<file path="src/pcs_rx_pkg.sv">
`default_nettype none

package pcs_rx_pkg;

	// widths
	localparam int DATA_W  = 64;	// block payload
	localparam int CTRL_W  = 8;	// one control bit per byte
	localparam int COUNT_W = 32;	// replaced block counter

	typedef logic [DATA_W-1:0]  block_data_t;
	typedef logic [CTRL_W-1:0]  block_ctrl_t;
	typedef logic [COUNT_W-1:0] err_count_t;

	// control byte codes as seen after the decoder
	localparam logic [7:0] CODE_IDLE  = 8'h07;
	localparam logic [7:0] CODE_START = 8'hFB;
	localparam logic [7:0] CODE_TERM  = 8'hFD;
	localparam logic [7:0] CODE_ERROR = 8'h1E;

	// block sent in place of an illegal one
	localparam block_data_t EBLOCK_DATA = {CTRL_W{CODE_ERROR}};
	localparam block_ctrl_t EBLOCK_CTRL = {CTRL_W{1'b1}};	// every byte is control

	// block classes produced by the typer
	typedef enum logic [2:0]
	{
		TYPE_D,	// all data
		TYPE_S,	// start in lane 0
		TYPE_C,	// all idle
		TYPE_T,	// terminate in lane k, idle above
		TYPE_E	// anything else
	} block_type_e;

	// receive sequence states
	typedef enum logic [2:0]
	{
		RX_INIT,
		RX_C,	// between frames
		RX_D,	// inside a frame
		RX_T,	// frame just ended
		RX_E	// after an illegal block
	} rx_state_e;

	// byte k lives in data[8k+7:8k], its control bit is ctrl[k]
	typedef struct packed
	{
		block_data_t data;
		block_ctrl_t ctrl;
	} rx_block_t;

endpackage

`default_nettype wire
</file>
<file path="src/pcs_rx_decode_top.sv">
`timescale 1ns/10ps
`default_nettype none

module pcs_rx_decode_top
(
	input  wire                        i_clock,
	input  wire                        i_reset,
	input  wire                        i_enable,
	input  wire                        i_valid,
	input  wire pcs_rx_pkg::rx_block_t i_block,
	output logic                       o_valid,
	output pcs_rx_pkg::rx_block_t      o_block,
	output logic                       o_frame_end,
	output pcs_rx_pkg::err_count_t     o_error_count
);

	logic                    blk_valid;
	pcs_rx_pkg::rx_block_t   held_block;	// block under judgement
	pcs_rx_pkg::block_type_e held_type;
	pcs_rx_pkg::block_type_e type_next;	// class of the block behind it

	rx_block_typer u_typer
	(
		.i_clock     (i_clock),
		.i_reset     (i_reset),
		.i_enable    (i_enable),
		.i_valid     (i_valid),
		.i_block     (i_block),
		.o_blk_valid (blk_valid),
		.o_block     (held_block),
		.o_type      (held_type),
		.o_type_next (type_next)
	);

	rx_sequence_fsm u_fsm
	(
		.i_clock       (i_clock),
		.i_reset       (i_reset),
		.i_blk_valid   (blk_valid),
		.i_block       (held_block),
		.i_type        (held_type),
		.i_type_next   (type_next),
		.o_valid       (o_valid),
		.o_frame_end   (o_frame_end),
		.o_block       (o_block),
		.o_error_count (o_error_count)
	);

endmodule

`default_nettype wire

</file>
<file path="src/rx_sequence_fsm.sv">
`timescale 1ns/10ps
`default_nettype none

module rx_sequence_fsm
(
	input  wire                         i_clock,
	input  wire                         i_reset,
	input  wire                         i_blk_valid,
	input  wire pcs_rx_pkg::rx_block_t  i_block,
	input  wire pcs_rx_pkg::block_type_e i_type,
	input  wire pcs_rx_pkg::block_type_e i_type_next,
	output logic                        o_valid,
	output logic                        o_frame_end,
	output pcs_rx_pkg::rx_block_t       o_block,
	output pcs_rx_pkg::err_count_t      o_error_count
);

	pcs_rx_pkg::rx_state_e state;
	pcs_rx_pkg::rx_state_e state_next;
	pcs_rx_pkg::rx_block_t block_next;
	logic next_is_gap;	// block after the held one opens a gap or a frame
	logic term_ok;

	assign next_is_gap = (i_type_next == pcs_rx_pkg::TYPE_S)
		|| (i_type_next == pcs_rx_pkg::TYPE_C);
	assign term_ok = (i_type == pcs_rx_pkg::TYPE_T) && next_is_gap;

	// next state from the held block type
	always_comb
	begin
		state_next = pcs_rx_pkg::RX_E;
		case (state)
			pcs_rx_pkg::RX_D:
			begin
				if (i_type == pcs_rx_pkg::TYPE_D)
					state_next = pcs_rx_pkg::RX_D;
				else if (term_ok)
					state_next = pcs_rx_pkg::RX_T;
			end

			pcs_rx_pkg::RX_E:
			begin
				if (i_type == pcs_rx_pkg::TYPE_C)
					state_next = pcs_rx_pkg::RX_C;
				else if (i_type == pcs_rx_pkg::TYPE_S)
					state_next = pcs_rx_pkg::RX_D;
				else if (term_ok)
					state_next = pcs_rx_pkg::RX_T;	// late terminate still ends a frame
			end

			default:	// init, idle and terminate behave the same
			begin
				if (i_type == pcs_rx_pkg::TYPE_C)
					state_next = pcs_rx_pkg::RX_C;
				else if (i_type == pcs_rx_pkg::TYPE_S)
					state_next = pcs_rx_pkg::RX_D;
			end
		endcase
	end

	// legal blocks pass, illegal ones become the error block
	always_comb
	begin
		if (state_next == pcs_rx_pkg::RX_E)
		begin
			block_next.data = pcs_rx_pkg::EBLOCK_DATA;
			block_next.ctrl = pcs_rx_pkg::EBLOCK_CTRL;
		end
		else
		begin
			block_next = i_block;
		end
	end

	always_ff @(posedge i_clock)
	begin
		if (i_reset)
			state <= pcs_rx_pkg::RX_INIT;
		else if (i_blk_valid)
			state <= state_next;
	end

	always_ff @(posedge i_clock)
	begin
		if (i_reset)
		begin
			o_valid     <= 1'b0;
			o_frame_end <= 1'b0;
			o_block     <= '0;
		end
		else
		begin
			o_valid     <= i_blk_valid;	// one pulse per judged block
			o_frame_end <= i_blk_valid && (state_next == pcs_rx_pkg::RX_T);
			if (i_blk_valid)
				o_block <= block_next;
		end
	end

	// one count per replaced block
	always_ff @(posedge i_clock)
	begin
		if (i_reset)
			o_error_count <= '0;
		else if (i_blk_valid && state_next == pcs_rx_pkg::RX_E)
			o_error_count <= o_error_count + pcs_rx_pkg::err_count_t'(1);
	end

endmodule

`default_nettype wire

</file>
<file path="src/rx_block_typer.sv">
`timescale 1ns/10ps
`default_nettype none

module rx_block_typer
(
	input  wire                     i_clock,
	input  wire                     i_reset,
	input  wire                     i_enable,
	input  wire                     i_valid,
	input  wire pcs_rx_pkg::rx_block_t i_block,
	output logic                    o_blk_valid,
	output pcs_rx_pkg::rx_block_t   o_block,
	output pcs_rx_pkg::block_type_e o_type,
	output pcs_rx_pkg::block_type_e o_type_next
);

	logic accept;
	logic full;	// holder carries a block
	pcs_rx_pkg::block_type_e type_in;

	// terminate in lane k with idles in every lane above it
	function automatic logic is_term_block(input pcs_rx_pkg::rx_block_t blk);
		pcs_rx_pkg::block_ctrl_t term_mask;
		logic idle_above;
		logic found;
		found = 1'b0;
		for (int k = 0; k < pcs_rx_pkg::CTRL_W; k++)
		begin
			term_mask = {pcs_rx_pkg::CTRL_W{1'b1}} << k;
			idle_above = 1'b1;
			for (int j = k + 1; j < pcs_rx_pkg::CTRL_W; j++)
			begin
				if (blk.data[8*j +: 8] != pcs_rx_pkg::CODE_IDLE)
					idle_above = 1'b0;
			end
			if (blk.ctrl == term_mask && blk.data[8*k +: 8] == pcs_rx_pkg::CODE_TERM
				&& idle_above)
				found = 1'b1;
		end
		return found;
	endfunction

	// first match wins
	function automatic pcs_rx_pkg::block_type_e classify_block(
		input pcs_rx_pkg::rx_block_t blk);
		pcs_rx_pkg::block_type_e kind;
		if (blk.ctrl == '0)
			kind = pcs_rx_pkg::TYPE_D;
		else if (blk.ctrl == 8'h01 && blk.data[7:0] == pcs_rx_pkg::CODE_START)
			kind = pcs_rx_pkg::TYPE_S;
		else if (blk.ctrl == '1
			&& blk.data == {pcs_rx_pkg::CTRL_W{pcs_rx_pkg::CODE_IDLE}})
			kind = pcs_rx_pkg::TYPE_C;
		else if (is_term_block(blk))
			kind = pcs_rx_pkg::TYPE_T;
		else
			kind = pcs_rx_pkg::TYPE_E;
		return kind;
	endfunction

	assign accept  = i_enable && i_valid;
	assign type_in = classify_block(i_block);

	always_ff @(posedge i_clock)
	begin
		if (i_reset)
			full <= 1'b0;
		else if (accept)
			full <= 1'b1;
	end

	// held block and its class, only meaningful while full
	always_ff @(posedge i_clock)
	begin
		if (accept)
		begin
			o_block <= i_block;
			o_type  <= type_in;
		end
	end

	assign o_type_next = type_in;	// lookahead for the held terminate
	assign o_blk_valid = accept && full;	// first block after reset only fills

endmodule

`default_nettype wire

</file>
<file path="config.mk">
export PLATFORM = sky130hd
export DESIGN_NAME = pcs_rx_decode_top
export DESIGN_NICKNAME = d
export VERILOG_FILES = /design/src/pcs_rx_pkg.sv /design/src/pcs_rx_decode_top.sv /design/src/rx_sequence_fsm.sv /design/src/rx_block_typer.sv
export SDC_FILE = /design/constraint.sdc
export NUM_CORES = 1
export LEC_CHECK = 0
export BUFFER_PORTS_ARGS = -buffer_cell sky130_fd_sc_hd__buf_2
export CAP_MARGIN = 25
export CORE_UTILIZATION = 45
export CTS_CLUSTER_SIZE = 20
export DETAILED_ROUTE_END_ITERATION = 8
export PLACE_DENSITY = 0.68
export SLEW_MARGIN = 20
export SYNTH_ARGS = -nofsm -noshare
export SYNTH_HDL_FRONTEND = slang
export SYNTH_SLANG_ARGS = --single-unit
</file>
<file path="constraint.sdc">
create_clock -name i_clock -period 4.7 [get_ports i_clock]
set_input_delay 0.94 -clock i_clock [delete_from_list [all_inputs] [get_ports i_clock]]
set_output_delay 0.94 -clock i_clock [all_outputs]
set_load 0.005 [all_outputs]
</file>
---- Word level (Yosys, flattened, before mapping) ----
Index checks and enable logic that the tools add are counted.
operators by class
  add/subtract/negate cells ............... 1
  equal/unequal tests ..................... 35
  muxes and demuxes ....................... 72
  reduce and logical (&&, ||, !) cells .... 25
  magnitude comparators ................... 0
  multiply operators ...................... 0
  bitwise logic cells ..................... 0
  divide/modulo/power cells ............... 0
  shift-type cells ........................ 0
operator list
  kind                                                    number
  equality test 8 bit (second input constant)             17
  two-way mux 72 bit                                      1
  equality test 64 x 59 -> 1 bit (second input constant)  1
  two-way mux 1 bit                                       60
  != test 8 x 3 -> 1 bit (second input constant)          7
  adder 32 x 1 -> 32 bit (second input constant)          1
  two-way mux 3 bit                                       10
  logical AND 1 bit                                       22
  equality test 3 x 2 -> 1 bit (second input constant)    5
  equality test 8 x 1 -> 1 bit (second input constant)    1
  logical NOT 8 bit                                       1
  equality test 3 x 1 -> 1 bit (second input constant)    2
  equality test 3 bit (second input constant)             2
  case mux 3 bit (2 select lines)                         1
  logical NOT 3 bit                                       1
  logical OR 1 bit                                        1
word-level totals
  memories kept ........................... 0
  input bits .............................. 76
  memory bits (writable) .................. 0
  word-level logic and storage cells ...... 143
  latch bits .............................. 0
  output and inout port bits .............. 106
  bits in read-only memories .............. 0
  flip-flop bits (word level) ............. 185

---- Depth between registers and ports, before layout ----
Gate-level depths: netlist of run 1.
  word-level depth ........................ 36
  gate-level depth with buffers ........... 9
  depth with buffers taken out ............ 6

---- By module ----
From an unflattened synthesis of run 1, not the netlist that was laid out.
unflattened totals
  cells, all modules ...................... 634
  area, all modules ....................... 7171.9 um2
modules (own cells, without submodules)
  module           area each (um2)  times used  cells an instance  seq. area each (um2)
  rx_sequence_fsm  4389.2           1           483                2182.1
  rx_block_typer   2782.7           1           151                2272.2

---- Worst setup path after synthesis of run 1 ----
OpenSTA, ideal clock, no wires.
  path type ............................... input port to flip-flop
  start point ............................. input port i_block[67] (netlist name)
  end point ............................... register u_fsm.o_error_count[10]
  stages .................................. 7
  data required time ...................... 4.579 ns
  setup time .............................. 0.121 ns
  data arrival time ....................... 3.155 ns
  buffers on the path ..................... 2
  setup slack ............................. 1.424 ns
  cells stage by stage .................... or4_4 or4_1 clkbuf_2 o31ai_4 buf_6 a21oi_2 mux2_4
between the ends
  cells in the longest elaborated chain, start to end .. 30
  elaborated cells on any way between the ends .. 66
  classes of those cells .................. 6 x eq/ne; 48 x mux; 12 x reduce/logical
RTL lines
  element                              RTL line                                      text
  from (decl)                          pcs_rx_decode_top.sv:10                       input wire pcs_rx_pkg::rx_block_t i_block,
  != test 8 x 3 -> 1 bit               rx_block_typer.sv:33                          if (blk.data[8*j +: 8] != pcs_rx_pkg::CODE_IDLE)
  two-way mux 1 bit                    rx_block_typer.sv:33
  two-way mux 1 bit                    rx_block_typer.sv:51                          else if (blk.ctrl == '1
  two-way mux 1 bit                    rx_block_typer.sv:49                          else if (blk.ctrl == 8'h01 && blk.data[7:0] == pcs_rx_pkg::CODE_START)
  two-way mux 1 bit                    rx_block_typer.sv:47                          if (blk.ctrl == '0)
  logical AND 1 bit                    rx_block_typer.sv:37                          && idle_above)
  two-way mux 1 bit (8 in series)      rx_block_typer.sv:36                          if (blk.ctrl == term_mask && blk.data[8*k +: 8] == pcs_rx_pkg::CODE_TERM
  two-way mux 1 bit                    rx_block_typer.sv:51
  [... 7 more ...]                     n/a
  logical OR 1 bit (*)                 rx_sequence_fsm.sv:25                         || (i_type_next == pcs_rx_pkg::TYPE_C);
  logical AND 1 bit (*)                rx_sequence_fsm.sv:26                         assign term_ok = (i_type == pcs_rx_pkg::TYPE_T) && next_is_gap;
  two-way mux 3 bit (*)                rx_sequence_fsm.sv:37, rx_sequence_fsm.sv:47
  two-way mux 3 bit                    rx_sequence_fsm.sv:45                         else if (i_type == pcs_rx_pkg::TYPE_S)
  two-way mux 3 bit                    rx_sequence_fsm.sv:43                         if (i_type == pcs_rx_pkg::TYPE_C)
  case mux 3 bit (2 select lines) (*)  rx_sequence_fsm.sv:32                         case (state)
  equality test 3 bit (*)              rx_sequence_fsm.sv:105                        else if (i_blk_valid && state_next == pcs_rx_pkg::RX_E)
  logical AND 1 bit (*)                rx_sequence_fsm.sv:105
  to (signal assigned)                 rx_sequence_fsm.sv:106                        o_error_count <= o_error_count + pcs_rx_pkg::err_count_t'(1);
  to (decl)                            rx_sequence_fsm.sv:15                         output pcs_rx_pkg::err_count_t o_error_count
Mark *: on every way between the ends. The rest lies on a longest branch, timed or not. The select of a mux whose other input is x is not followed.
A chain may end at the register's enable or synchronous reset.

---- Worst setup path after layout of run 1 ----
  start point ............................. input port i_block[36] (netlist name)
  end point ............................... register u_fsm.o_error_count[0]
between the ends
  cells in the longest elaborated chain, start to end .. 34
  elaborated cells on any way between the ends .. 59
  classes of those cells .................. 6 x eq/ne; 44 x mux; 9 x reduce/logical
RTL lines
  element                              RTL line
  != test 8 x 3 -> 1 bit               rx_block_typer.sv:33
  two-way mux 1 bit (5 in series)      rx_block_typer.sv:33
  two-way mux 1 bit                    rx_block_typer.sv:51
  two-way mux 1 bit                    rx_block_typer.sv:49
  two-way mux 1 bit                    rx_block_typer.sv:47
  logical AND 1 bit                    rx_block_typer.sv:37
  two-way mux 1 bit (8 in series)      rx_block_typer.sv:36
  two-way mux 1 bit                    rx_block_typer.sv:51
  [... 7 more ...]                     n/a
  logical OR 1 bit (*)                 rx_sequence_fsm.sv:25
  logical AND 1 bit (*)                rx_sequence_fsm.sv:26
  two-way mux 3 bit (*)                rx_sequence_fsm.sv:37, rx_sequence_fsm.sv:47
  two-way mux 3 bit                    rx_sequence_fsm.sv:45
  two-way mux 3 bit                    rx_sequence_fsm.sv:43
  case mux 3 bit (2 select lines) (*)  rx_sequence_fsm.sv:32
  equality test 3 bit (*)              rx_sequence_fsm.sv:105
  logical AND 1 bit (*)                rx_sequence_fsm.sv:105
Marked as above.

==> results of run 1 <==
[state kept, by name (all words and copies together) (netlist names)]
register	flops
u_fsm.o_block	72
u_fsm.o_error_count	32
u_fsm.o_frame_end	1
u_fsm.o_valid	1
u_fsm.state	3
u_typer.full	1
u_typer.o_block	72
u_typer.o_type	3
[critical path: stages]
cell,delay [ns]
buf_2,0.11
or4b_1,0.56
nor4_1,0.51
nand4_1,0.30
o31ai_4,0.33
buf_12,0.36
a21oi_1,0.18
mux2_2,0.31
[report_power, final]
group | switching, W | total (W) | internal (W)
clock | 0.000631 | 0.00139 | 0.000763
sequential | 0.0000252 | 0.00176 | 0.00173
combinational | 0.000175 | 0.000258 | 0.0000837
total | 0.000831 | 0.00341 | 0.00258
[stage by stage]
stage / setup WS [ns] / std cells
after CTS: 1.38 / 1177
after global placement: 1.01 / 1143
after detailed placement: 0.923 / 1145
final: 1.38 / 1178
after floorplan: 1.42 / 785
after global routing: 1.16 / 1178
[how the worst min path moves through the flow]
stage | start | to | slack, ns | depth (start not counted)
5_1_grt | u_fsm.o_block[40]$_SDFFE_PP0P_ | u_fsm.o_block[40]$_SDFFE_PP0P_ | 0.47 | 2
3_3_place_gp | u_fsm.o_block[40]$_SDFFE_PP0P_ | u_fsm.o_block[40]$_SDFFE_PP0P_ | 0.44 | 2
3_5_place_dp | u_fsm.o_block[64]$_SDFFE_PP0P_ | u_fsm.o_block[64]$_SDFFE_PP0P_ | 0.44 | 2
4_1_cts | u_fsm.o_block[47]$_SDFFE_PP0P_ | u_fsm.o_block[47]$_SDFFE_PP0P_ | 0.45 | 2
2_1_floorplan | u_fsm.o_block[69]$_SDFFE_PP0P_ | u_fsm.o_block[69]$_SDFFE_PP0P_ | 0.45 | 2
6_report | u_fsm.o_block[47]$_SDFFE_PP0P_ | u_fsm.o_block[47]$_SDFFE_PP0P_ | 0.45 | 2
[metal layers]
metal  vias up  routed length [um]  track usage (%)
li1       3188                   -                -
met2       179               10300             36.9
met4         0                 283             7.39
met1      3185                9160             29.1
met5         -                   0                0
met3        20                1110             5.30
[final cells by class]
class | count | area, um2
Fill cell | 1644 | 8240
Sequential cell | 185 | 4450
Multi-Input combinational cell | 534 | 3380
Timing Repair Buffer | 193 | 1070
Clock buffer | 19 | 453
Tap cell | 229 | 287
Clock inverter | 13 | 119
Inverter | 5 | 18.8
[kinds of logic after synthesis]
kind of cell,Yosys count,synth area share [%]
adder cells (fa/ha/maj),1,0.151
AO/OA/AOI/OAI,138,11.7
XOR/XNOR,2,0.212
AND/OR/NAND/NOR,361,22.9
multiplexers,32,5.47
buffers and inverters,66,5.76
flip-flops,185,53.8
[cell usage in the layout (no fill, tap or decap), types with 35 or more instances in the layout]
master and count:
a211oi_1 42, a21oi_1 44, buf_2 180, dfxtp_1 110, edfxtp_1 75, nand2_1 49
nand4_1 55, nor2_1 129, nor2b_1 35
==> impl_metrics.py, run 1 <==
metrics = {
    "run_status": {
        "status": "complete, no violations",
    },
    "floorplanning": {
        "num_io_pins": 182,
        "initial_utilization_pct": 46.0,
        "rows": 49,
        "coreArea_um2": 18000,
        "die_h_um": 138,
        "dieWidth_um": 138,
        "die_area_um2": 19000,
    },
    "logic_synthesis": {
        "seq_area_frac_synth_pct": 53.8,
        "syn_inst": 785,
        "synth_edf_count": 75,
        "yosys.area.top_type_share_pct": 27.2,
        "synth.top_cells.by_area": "edfxtp_1 (27%), dfxtp_1 (27%), nor2_1 (5.8%)",
        "postSynth.asyncResetShare_pct": 0,
        "ys.flop_type": "dfxtp_1",
        "ys_seq_elements": 185,
        "synth.most_common_cell": "nor2_1",
        "postSynthNetCount": 862,
        "synth_area_per_cell_um2": 10.6,
        "syn_area_um2": 8280,
        "yosysTopAreaCell": "edfxtp_1",
        "synth_cell_types": 66,
        "synth_common_cells": "nor2_1 (129), dfxtp_1 (110), edfxtp_1 (75), nand4_1 (55), nand2_1 (49)",
        "yosysWarnings": 0,
    },
    "critical_path": {
        "cp-startpoint": "i_block[36]",
        "reg2reg_from": "u_typer.o_type[0]$_DFFE_PP_",
        "crit_required_ns": 5.02,
        "worstPathArrival_ns": 3.64,
        "reg2reg_depth": 8,
        "endpoint_kind": "flop",
        "critPathMaxFanout": 63,
        "regToRegEndpoint": "u_fsm.state[2]$_SDFFE_PP0P_",
        "criticalPathCategory": "input port to flop",
        "r2r_slack_ns": 1.92,
        "critical_path.endpoint": "u_fsm.o_error_count[0]$_SDFFE_PP0P_",
        "start_kind": "input port",
    },
    "timing": {
        "fin_crit_ns": 3.32,
        "timing.fmax_mhz": 301,
        "finalSetupViolCount": 0,
        "worstMarginPinSlew_ns": 0.908,
        "max-slew-margin-rel_pct": 39.5,
        "rsz0062_at_grt": "no",
        "timing.hold.ws_ns": 0.449,
        "final.setup.tns_ns": 0,
        "hold_violations": 0,
        "fin_crit_sh_pct": 70.7,
        "fin_worst_skew_ns": 0.0138,
        "final-max-slew-violation-count": 0,
    },
    "hold_path": {
        "holdCritPathClass": "flop to flop",
    },
    "placement": {
        "place.gp.congestion": 0.828,
        "postPlaceCellArea_um2": 9180,
        "numPortBuffers": 181,
        "dp_hpwl_um": 13900,
    },
    "global_route": {
        "track_usage_pct": 22.5,
        "grt_pass1_wl_um": 32300,
        "antenna_found_initial": 0,
        "grt-ovfl-total": 0,
        "grt_max_degree": 82,
        "grt_pass1_vias": 6091,
    },
    "detailed_routing": {
        "drc_errors": 0,
        "drtIter0Drc": 472,
        "wl_per_cell_um": 17.7,
        "first_pass_iters": 5,
        "ant_nets": 0,
        "via_per_inst": 5.58,
        "num_vias": 6572,
        "wl_um": 20900,
    },
    "cts": {
        "clk_pin_slew_ns": 0.06,
        "htreeDepth": 4,
        "cts_root_buffer": "clkbuf_16",
        "cts_inserted_buffers": 17,
        "holdBufCountCts": 0,
        "cts_tree": "built",
        "post_cts_buffers": 0,
        "clock_latency_ns": 0.44,
        "cts_resized": 0,
        "cts.path.max_buffers": 2,
        "clock_sinks": 185,
    },
    "pwr": {
        "p_leak_nw": 3.77,
        "power_w": 0.00341,
        "ir_worst_vdd_mv": 0.307,
        "powerDensity_nw_per_um2": 349,
    },
    "finish": {
        "syn_to_final_growth_pct": 18.1,
        "drive_gt1_share_pct": 31.0,
        "fin_area_um2": 9780,
        "fin_util_pct": 54.3,
        "num_antenna_cells": 0,
        "nets": 1013,
    },
    "run": {
        "maxCapViolCount": 0,
    },
}
Note: power is estimated with default switching activity, not from simulation.
==> inputs of run 2 (changes only) <==
PLACE_DENSITY = 0.71   (was 0.68)
clock period = 2.9 ns   (was 4.7 ns; I/O delays follow)
==> impl_metrics.py, run 2 (synthesis gave the netlist of run 1 again) <==
metrics = {
    "timing": {
        "finalSetupViolCount": 0,
        "timing.fmax_mhz": 366,
        "fin_crit_sh_pct": 94.3,
        "final-max-slew-violation-count": 0,
        "max-slew-margin-rel_pct": 47.0,
        "worstMarginPinSlew_ns": 0.795,
        "hold_violations": 0,
        "rsz0062_at_grt": "no",
        "fin_crit_ns": 2.73,
        "timing.hold.ws_ns": 0.340,
        "setup_ws_ns": 0.167,
        "fin_worst_skew_ns": 0.00757,
    },
    "global_route": {
        "grt_max_degree": 82,
        "antenna_found_initial": 0,
        "track_usage_pct": 22.6,
        "grt_pass1_vias": 6206,
        "grt_pass1_wl_um": 32500,
        "grt-ovfl-total": 0,
    },
    "cts": {
        "htreeDepth": 4,
        "cts_root_buffer": "clkbuf_16",
        "post_cts_buffers": 0,
        "cts_inserted_buffers": 17,
        "cts.path.max_buffers": 2,
        "clk_pin_slew_ns": 0.07,
        "clock_latency_ns": 0.42,
        "clock_sinks": 185,
        "cts_tree": "built",
    },
    "finish": {
        "nets": 1055,
        "final_cell_mix": "buf_2 (180), nor2_1 (129), dfxtp_1 (110), edfxtp_1 (75), nand4_1 (55)",
        "fin_util_pct": 56.5,
        "syn_to_final_growth_pct": 22.9,
        "reg_top3": "u_fsm.o_block: 72 flops, u_typer.o_block: 72 flops, u_fsm.o_error_count: 32 flops",
        "fin_cells": 1220,
        "drive_gt1_share_pct": 34.1,
        "num_antenna_cells": 0,
        "final_common_cell": "buf_2",
        "fill_cells": 1583,
        "fin_area_um2": 10200,
    },
    "critical_path": {
        "criticalPathCategory": "input port to flop",
        "max_stage_delay_ns": 0.55,
        "endpoint_kind": "flop",
        "critPathMaxFanout": 3,
        "worst_path_max_delay_cell": "a2111oi_0",
        "worstPathArrival_ns": 3.00,
        "path_buf_inv": 2,
        "start_kind": "input port",
        "crit_path_cell_trace": "buf_2 > or4_1 > nor4b_2 > buf_4 > nand4_1 > o21ai_0 > a41oi_1 > a2111oi_0",
        "crit_family": "simple AND/OR/NAND/NOR gates",
        "crit_required_ns": 3.16,
    },
    "placement": {
        "dp_hpwl_um": 14500,
        "numPlacedInstances": 1188,
        "place_ws_ns": -0.314,
        "numPortBuffers": 181,
        "place.gp.congestion": 0.846,
        "postPlaceCellArea_um2": 9560,
    },
    "detailed_routing": {
        "num_vias": 6750,
        "ant_nets": 0,
        "drc_errors": 0,
        "via_per_inst": 5.53,
        "wl_per_cell_um": 17.1,
        "drtIter0Drc": 532,
        "wl_um": 20900,
        "first_pass_iters": 5,
    },
    "pwr": {
        "swShare_pct": 24.7,
        "p_sw_w": 0.00142,
        "p_int_w": 0.00432,
        "powerDensity_nw_per_um2": 564,
        "ir_worst_vdd_mv": 0.433,
        "pwr-share-seq_pct": 49.7,
        "clock_power_share_pct": 42.1,
        "power_frac_comb_pct": 8.2,
        "p_leak_nw": 4.01,
    },
    "floorplanning": {
        "dieWidth_um": 138,
        "rows": 49,
        "initial_utilization_pct": 46.0,
        "num_io_pins": 182,
        "coreArea_um2": 18000,
        "die_h_um": 138,
        "die_area_um2": 19000,
    },
    "run_status": {
        "status": "complete, no violations",
    },
    "run": {
        "maxCapViolCount": 0,
    },
    "hold_path": {
        "holdCritPathClass": "input port to flop",
    },
}
==> run 2: power by group through the flow <==
stage	Sequential, W	Clock [W]	Combinational (W)
2_1_floorplan	0.00290	0	0.000263
3_3_place_gp	0.00291	0	0.000464
3_5_place_dp	0.00291	0	0.000469
4_1_cts	0.00285	0.00246	0.000472
5_1_grt	0.00286	0.00258	0.000513
6_report	0.00285	0.00242	0.000470
==> run 2: final timing paths <==
| path | start | end | slack (ns) | cells after the start |
|---|---|---|---|---|
| hold / removal | i_block[48] | u_typer.o_block[48]$_DFFE_PP_ | 0.34 | 1 |
| setup / recovery | i_block[29] | u_fsm.state[1]$_SDFFE_PP0P_ | 0.17 | 8 |
| setup reg to reg | u_typer.o_type[0]$_DFFE_PP_ | u_fsm.o_error_count[4]$_SDFFE_PP0P_ | 0.50 | 8 |
| hold reg to reg | u_fsm.o_block[8]$_SDFFE_PP0P_ | u_fsm.o_block[8]$_SDFFE_PP0P_ | 0.45 | 2 |
==> run 2: metal layers <==
metal | track usage [%] | share of wire, % | wire (um)
met5 | 0 | 0 | 0
met4 | 8.49 | 2.4 | 495
met3 | 5.48 | 5.7 | 1190
met2 | 36.4 | 48 | 10100
met1 | 29.1 | 44 | 9130
==> run 2: worst register-to-register path, delay by kind of cell, from the launching register on <==
| kind | cells | cell delay, ns |
|---|---|---|
| AO/OA/AOI/OAI | 4 | 0.74 |
| flip-flops | 1 | 0.58 |
| multiplexers | 1 | 0.34 |
| XOR/XNOR | 1 | 0.32 |
| buffers and inverters | 2 | 0.32 |
==> run 2: repair_timing <==
action,4_1_cts,5_1_grt
endpoints found under the hold margin,0,0
resized for setup,0,1
hold buffers,0,0
endpoints found under the setup margin,0,7
==> run 2: metrics by stage <==
stage	total power, W	setup TNS [ns]
floorplan	0.00316	0
global placement	0.00337	-22.05
detailed placement	0.00338	-25.42
CTS	0.00578	0
global route	0.00595	0
finish	0.00574	0
==> run 2: cell type report <==
type                    instances  area, um2  area share (%)
multi-input cells             534       3390            33.3
well taps                     229        287            2.82
clock inverters                14        176            1.73
clock buffers                  18        439            4.31
inverters                       5       18.8           0.184
flip-flops and latches        185       4450            43.8
repair buffers                235       1410            13.9
==> inputs of run 3 (changes only) <==
BUFFER_PORTS_ARGS = -buffer_cell sky130_fd_sc_hd__buf_4   (was -buffer_cell sky130_fd_sc_hd__buf_2)
==> impl_metrics.py, run 3 (synthesis gave the netlist of run 1 again) <==
metrics = {
    "detailed_routing": {
        "wl_um": 21400,
        "wl_per_cell_um": 17.5,
        "first_pass_iters": 5,
        "drtIter0Drc": 574,
        "ant_nets": 0,
        "num_vias": 6790,
        "drc_errors": 0,
        "via_per_inst": 5.56,
    },
    "critical_path": {
        "critPathMaxFanout": 20,
        "criticalPathCategory": "input port to flop",
        "endpoint_kind": "flop",
        "worstPathArrival_ns": 3.02,
        "start_kind": "input port",
        "crit_required_ns": 3.18,
    },
    "timing": {
        "finalSetupViolCount": 0,
        "fin_worst_skew_ns": 0.0160,
        "hold_violations": 0,
        "rsz0062_at_grt": "no",
        "worstMarginPinSlew_ns": 0.894,
        "timing.fmax_mhz": 366,
        "setup_ws_ns": 0.165,
        "max-slew-margin-rel_pct": 40.4,
        "fin_crit_sh_pct": 94.3,
        "fin_crit_ns": 2.73,
        "final-max-slew-violation-count": 0,
    },
    "cts": {
        "clk_pin_slew_ns": 0.08,
        "clock_sinks": 185,
        "cts_resized": 0,
        "cts_tree": "built",
        "cts_root_buffer": "clkbuf_16",
        "cts.path.max_buffers": 2,
        "cts_inserted_buffers": 17,
        "htreeDepth": 4,
        "clock_latency_ns": 0.45,
        "post_cts_buffers": 0,
        "holdBufCountCts": 0,
    },
    "finish": {
        "num_antenna_cells": 0,
        "drive_gt1_share_pct": 34.1,
        "nets": 1056,
        "reg_top3": "u_fsm.o_block: 72 flops, u_typer.o_block: 72 flops, u_fsm.o_error_count: 32 flops",
        "fin_util_pct": 59.0,
        "syn_to_final_growth_pct": 28.5,
        "final_common_cell": "buf_4",
        "final_cell_mix": "buf_4 (228), nor2_1 (129), dfxtp_1 (110), edfxtp_1 (75), nand4_1 (55)",
    },
    "run_status": {
        "status": "complete, no violations",
    },
    "pwr": {
        "swShare_pct": 25.3,
        "pwr-share-seq_pct": 49.3,
        "p_leak_nw": 4.08,
        "ir_worst_vdd_mv": 0.464,
        "p_int_w": 0.00432,
        "power_frac_comb_pct": 8.9,
        "powerDensity_nw_per_um2": 543,
        "p_sw_w": 0.00146,
        "clock_power_share_pct": 41.8,
    },
    "placement": {
        "dp_hpwl_um": 14700,
        "place_ws_ns": -0.331,
        "place.gp.congestion": 0.845,
        "numPortBuffers": 181,
    },
    "floorplanning": {
        "rows": 49,
        "coreArea_um2": 18000,
        "initial_utilization_pct": 46.0,
        "dieWidth_um": 138,
        "num_io_pins": 182,
        "die_h_um": 138,
        "die_area_um2": 19000,
    },
    "global_route": {
        "grt_max_degree": 82,
        "grt_pass1_wl_um": 32800,
        "grt-ovfl-total": 0,
        "track_usage_pct": 22.9,
        "grt_pass1_vias": 6145,
        "antenna_found_initial": 0,
    },
    "run": {
        "maxCapViolCount": 0,
    },
    "hold_path": {
        "holdCritPathClass": "input port to flop",
    },
}
run 3: changes by cell type in the layout (fill, tap and decap cells not counted), sizes merged:
cell,delta
clkinv,+3
inv,-1
clkinvlp,-1
bufinv,-1
buf,+1
run 3: final timing paths:
| path | startpoint | endpoint | slack (ns) | cells after the start |
|---|---|---|---|---|
| max | i_block[29] | u_fsm.o_block[36]$_SDFFE_PP0P_ | 0.17 | 10 |
| min | i_block[48] | u_typer.o_block[48]$_DFFE_PP_ | 0.31 | 1 |
| max reg2reg | u_typer.o_type[0]$_DFFE_PP_ | u_fsm.o_block[20]$_SDFFE_PP0P_ | 0.41 | 8 |
| min reg2reg | u_fsm.o_block[21]$_SDFFE_PP0P_ | u_fsm.o_block[21]$_SDFFE_PP0P_ | 0.45 | 2 |
run 3: layer usage:
metal | GRT usage, % | vias up | routed length (um)
li1 | - | 3276 | -
met1 | 30.3 | 3260 | 9430
met2 | 36.9 | 221 | 10400
met3 | 4.75 | 33 | 1160
met4 | 8.30 | 0 | 405
met5 | 0 | - | 0
run 3: per-stage QoR:
stage,total power [W],TNS (ns),hold slack (ns),cells,instance area (um2)
3_3_place_gp,0.00341,-25.33,0.440,1189,10000
6_report,0.00578,0,0.315,1221,10600
5_1_grt,0.00597,0,0.300,1221,10600
3_5_place_dp,0.00342,-27.57,0.443,1189,10000
2_1_floorplan,0.00316,0,0.446,785,8280
4_1_cts,0.00582,0,0.302,1221,10600
run 3: critical path: stages:
cell	delay (ns)
buf_4	0.11
or4_1	0.52
nor4b_1	0.41
buf_4	0.19
nand4_1	0.19
o31ai_4	0.34
buf_12	0.20
and2_2	0.21
buf_12	0.17
a211oi_1	0.08
run 3: layout make-up:
| class | count | area, um2 |
|---|---|---|
| well taps | 229 | 287 |
| flip-flops and latches | 185 | 4450 |
| clock buffers | 18 | 450 |
| inverters | 5 | 18.8 |
| fillers | 1582 | 7380 |
| repair buffers | 236 | 1870 |
| clock inverters | 14 | 176 |
| multi-input cells | 534 | 3380 |
run 3: power groups by stage:
stage / logic, W / clock network [W] / registers [W]
floorplan: 0.000263 / 0 / 0.00290
global placement: 0.000506 / 0 / 0.00291
detailed placement: 0.000514 / 0 / 0.00291
CTS: 0.000514 / 0.00246 / 0.00285
global route: 0.000555 / 0.00255 / 0.00286
finish: 0.000513 / 0.00241 / 0.00285
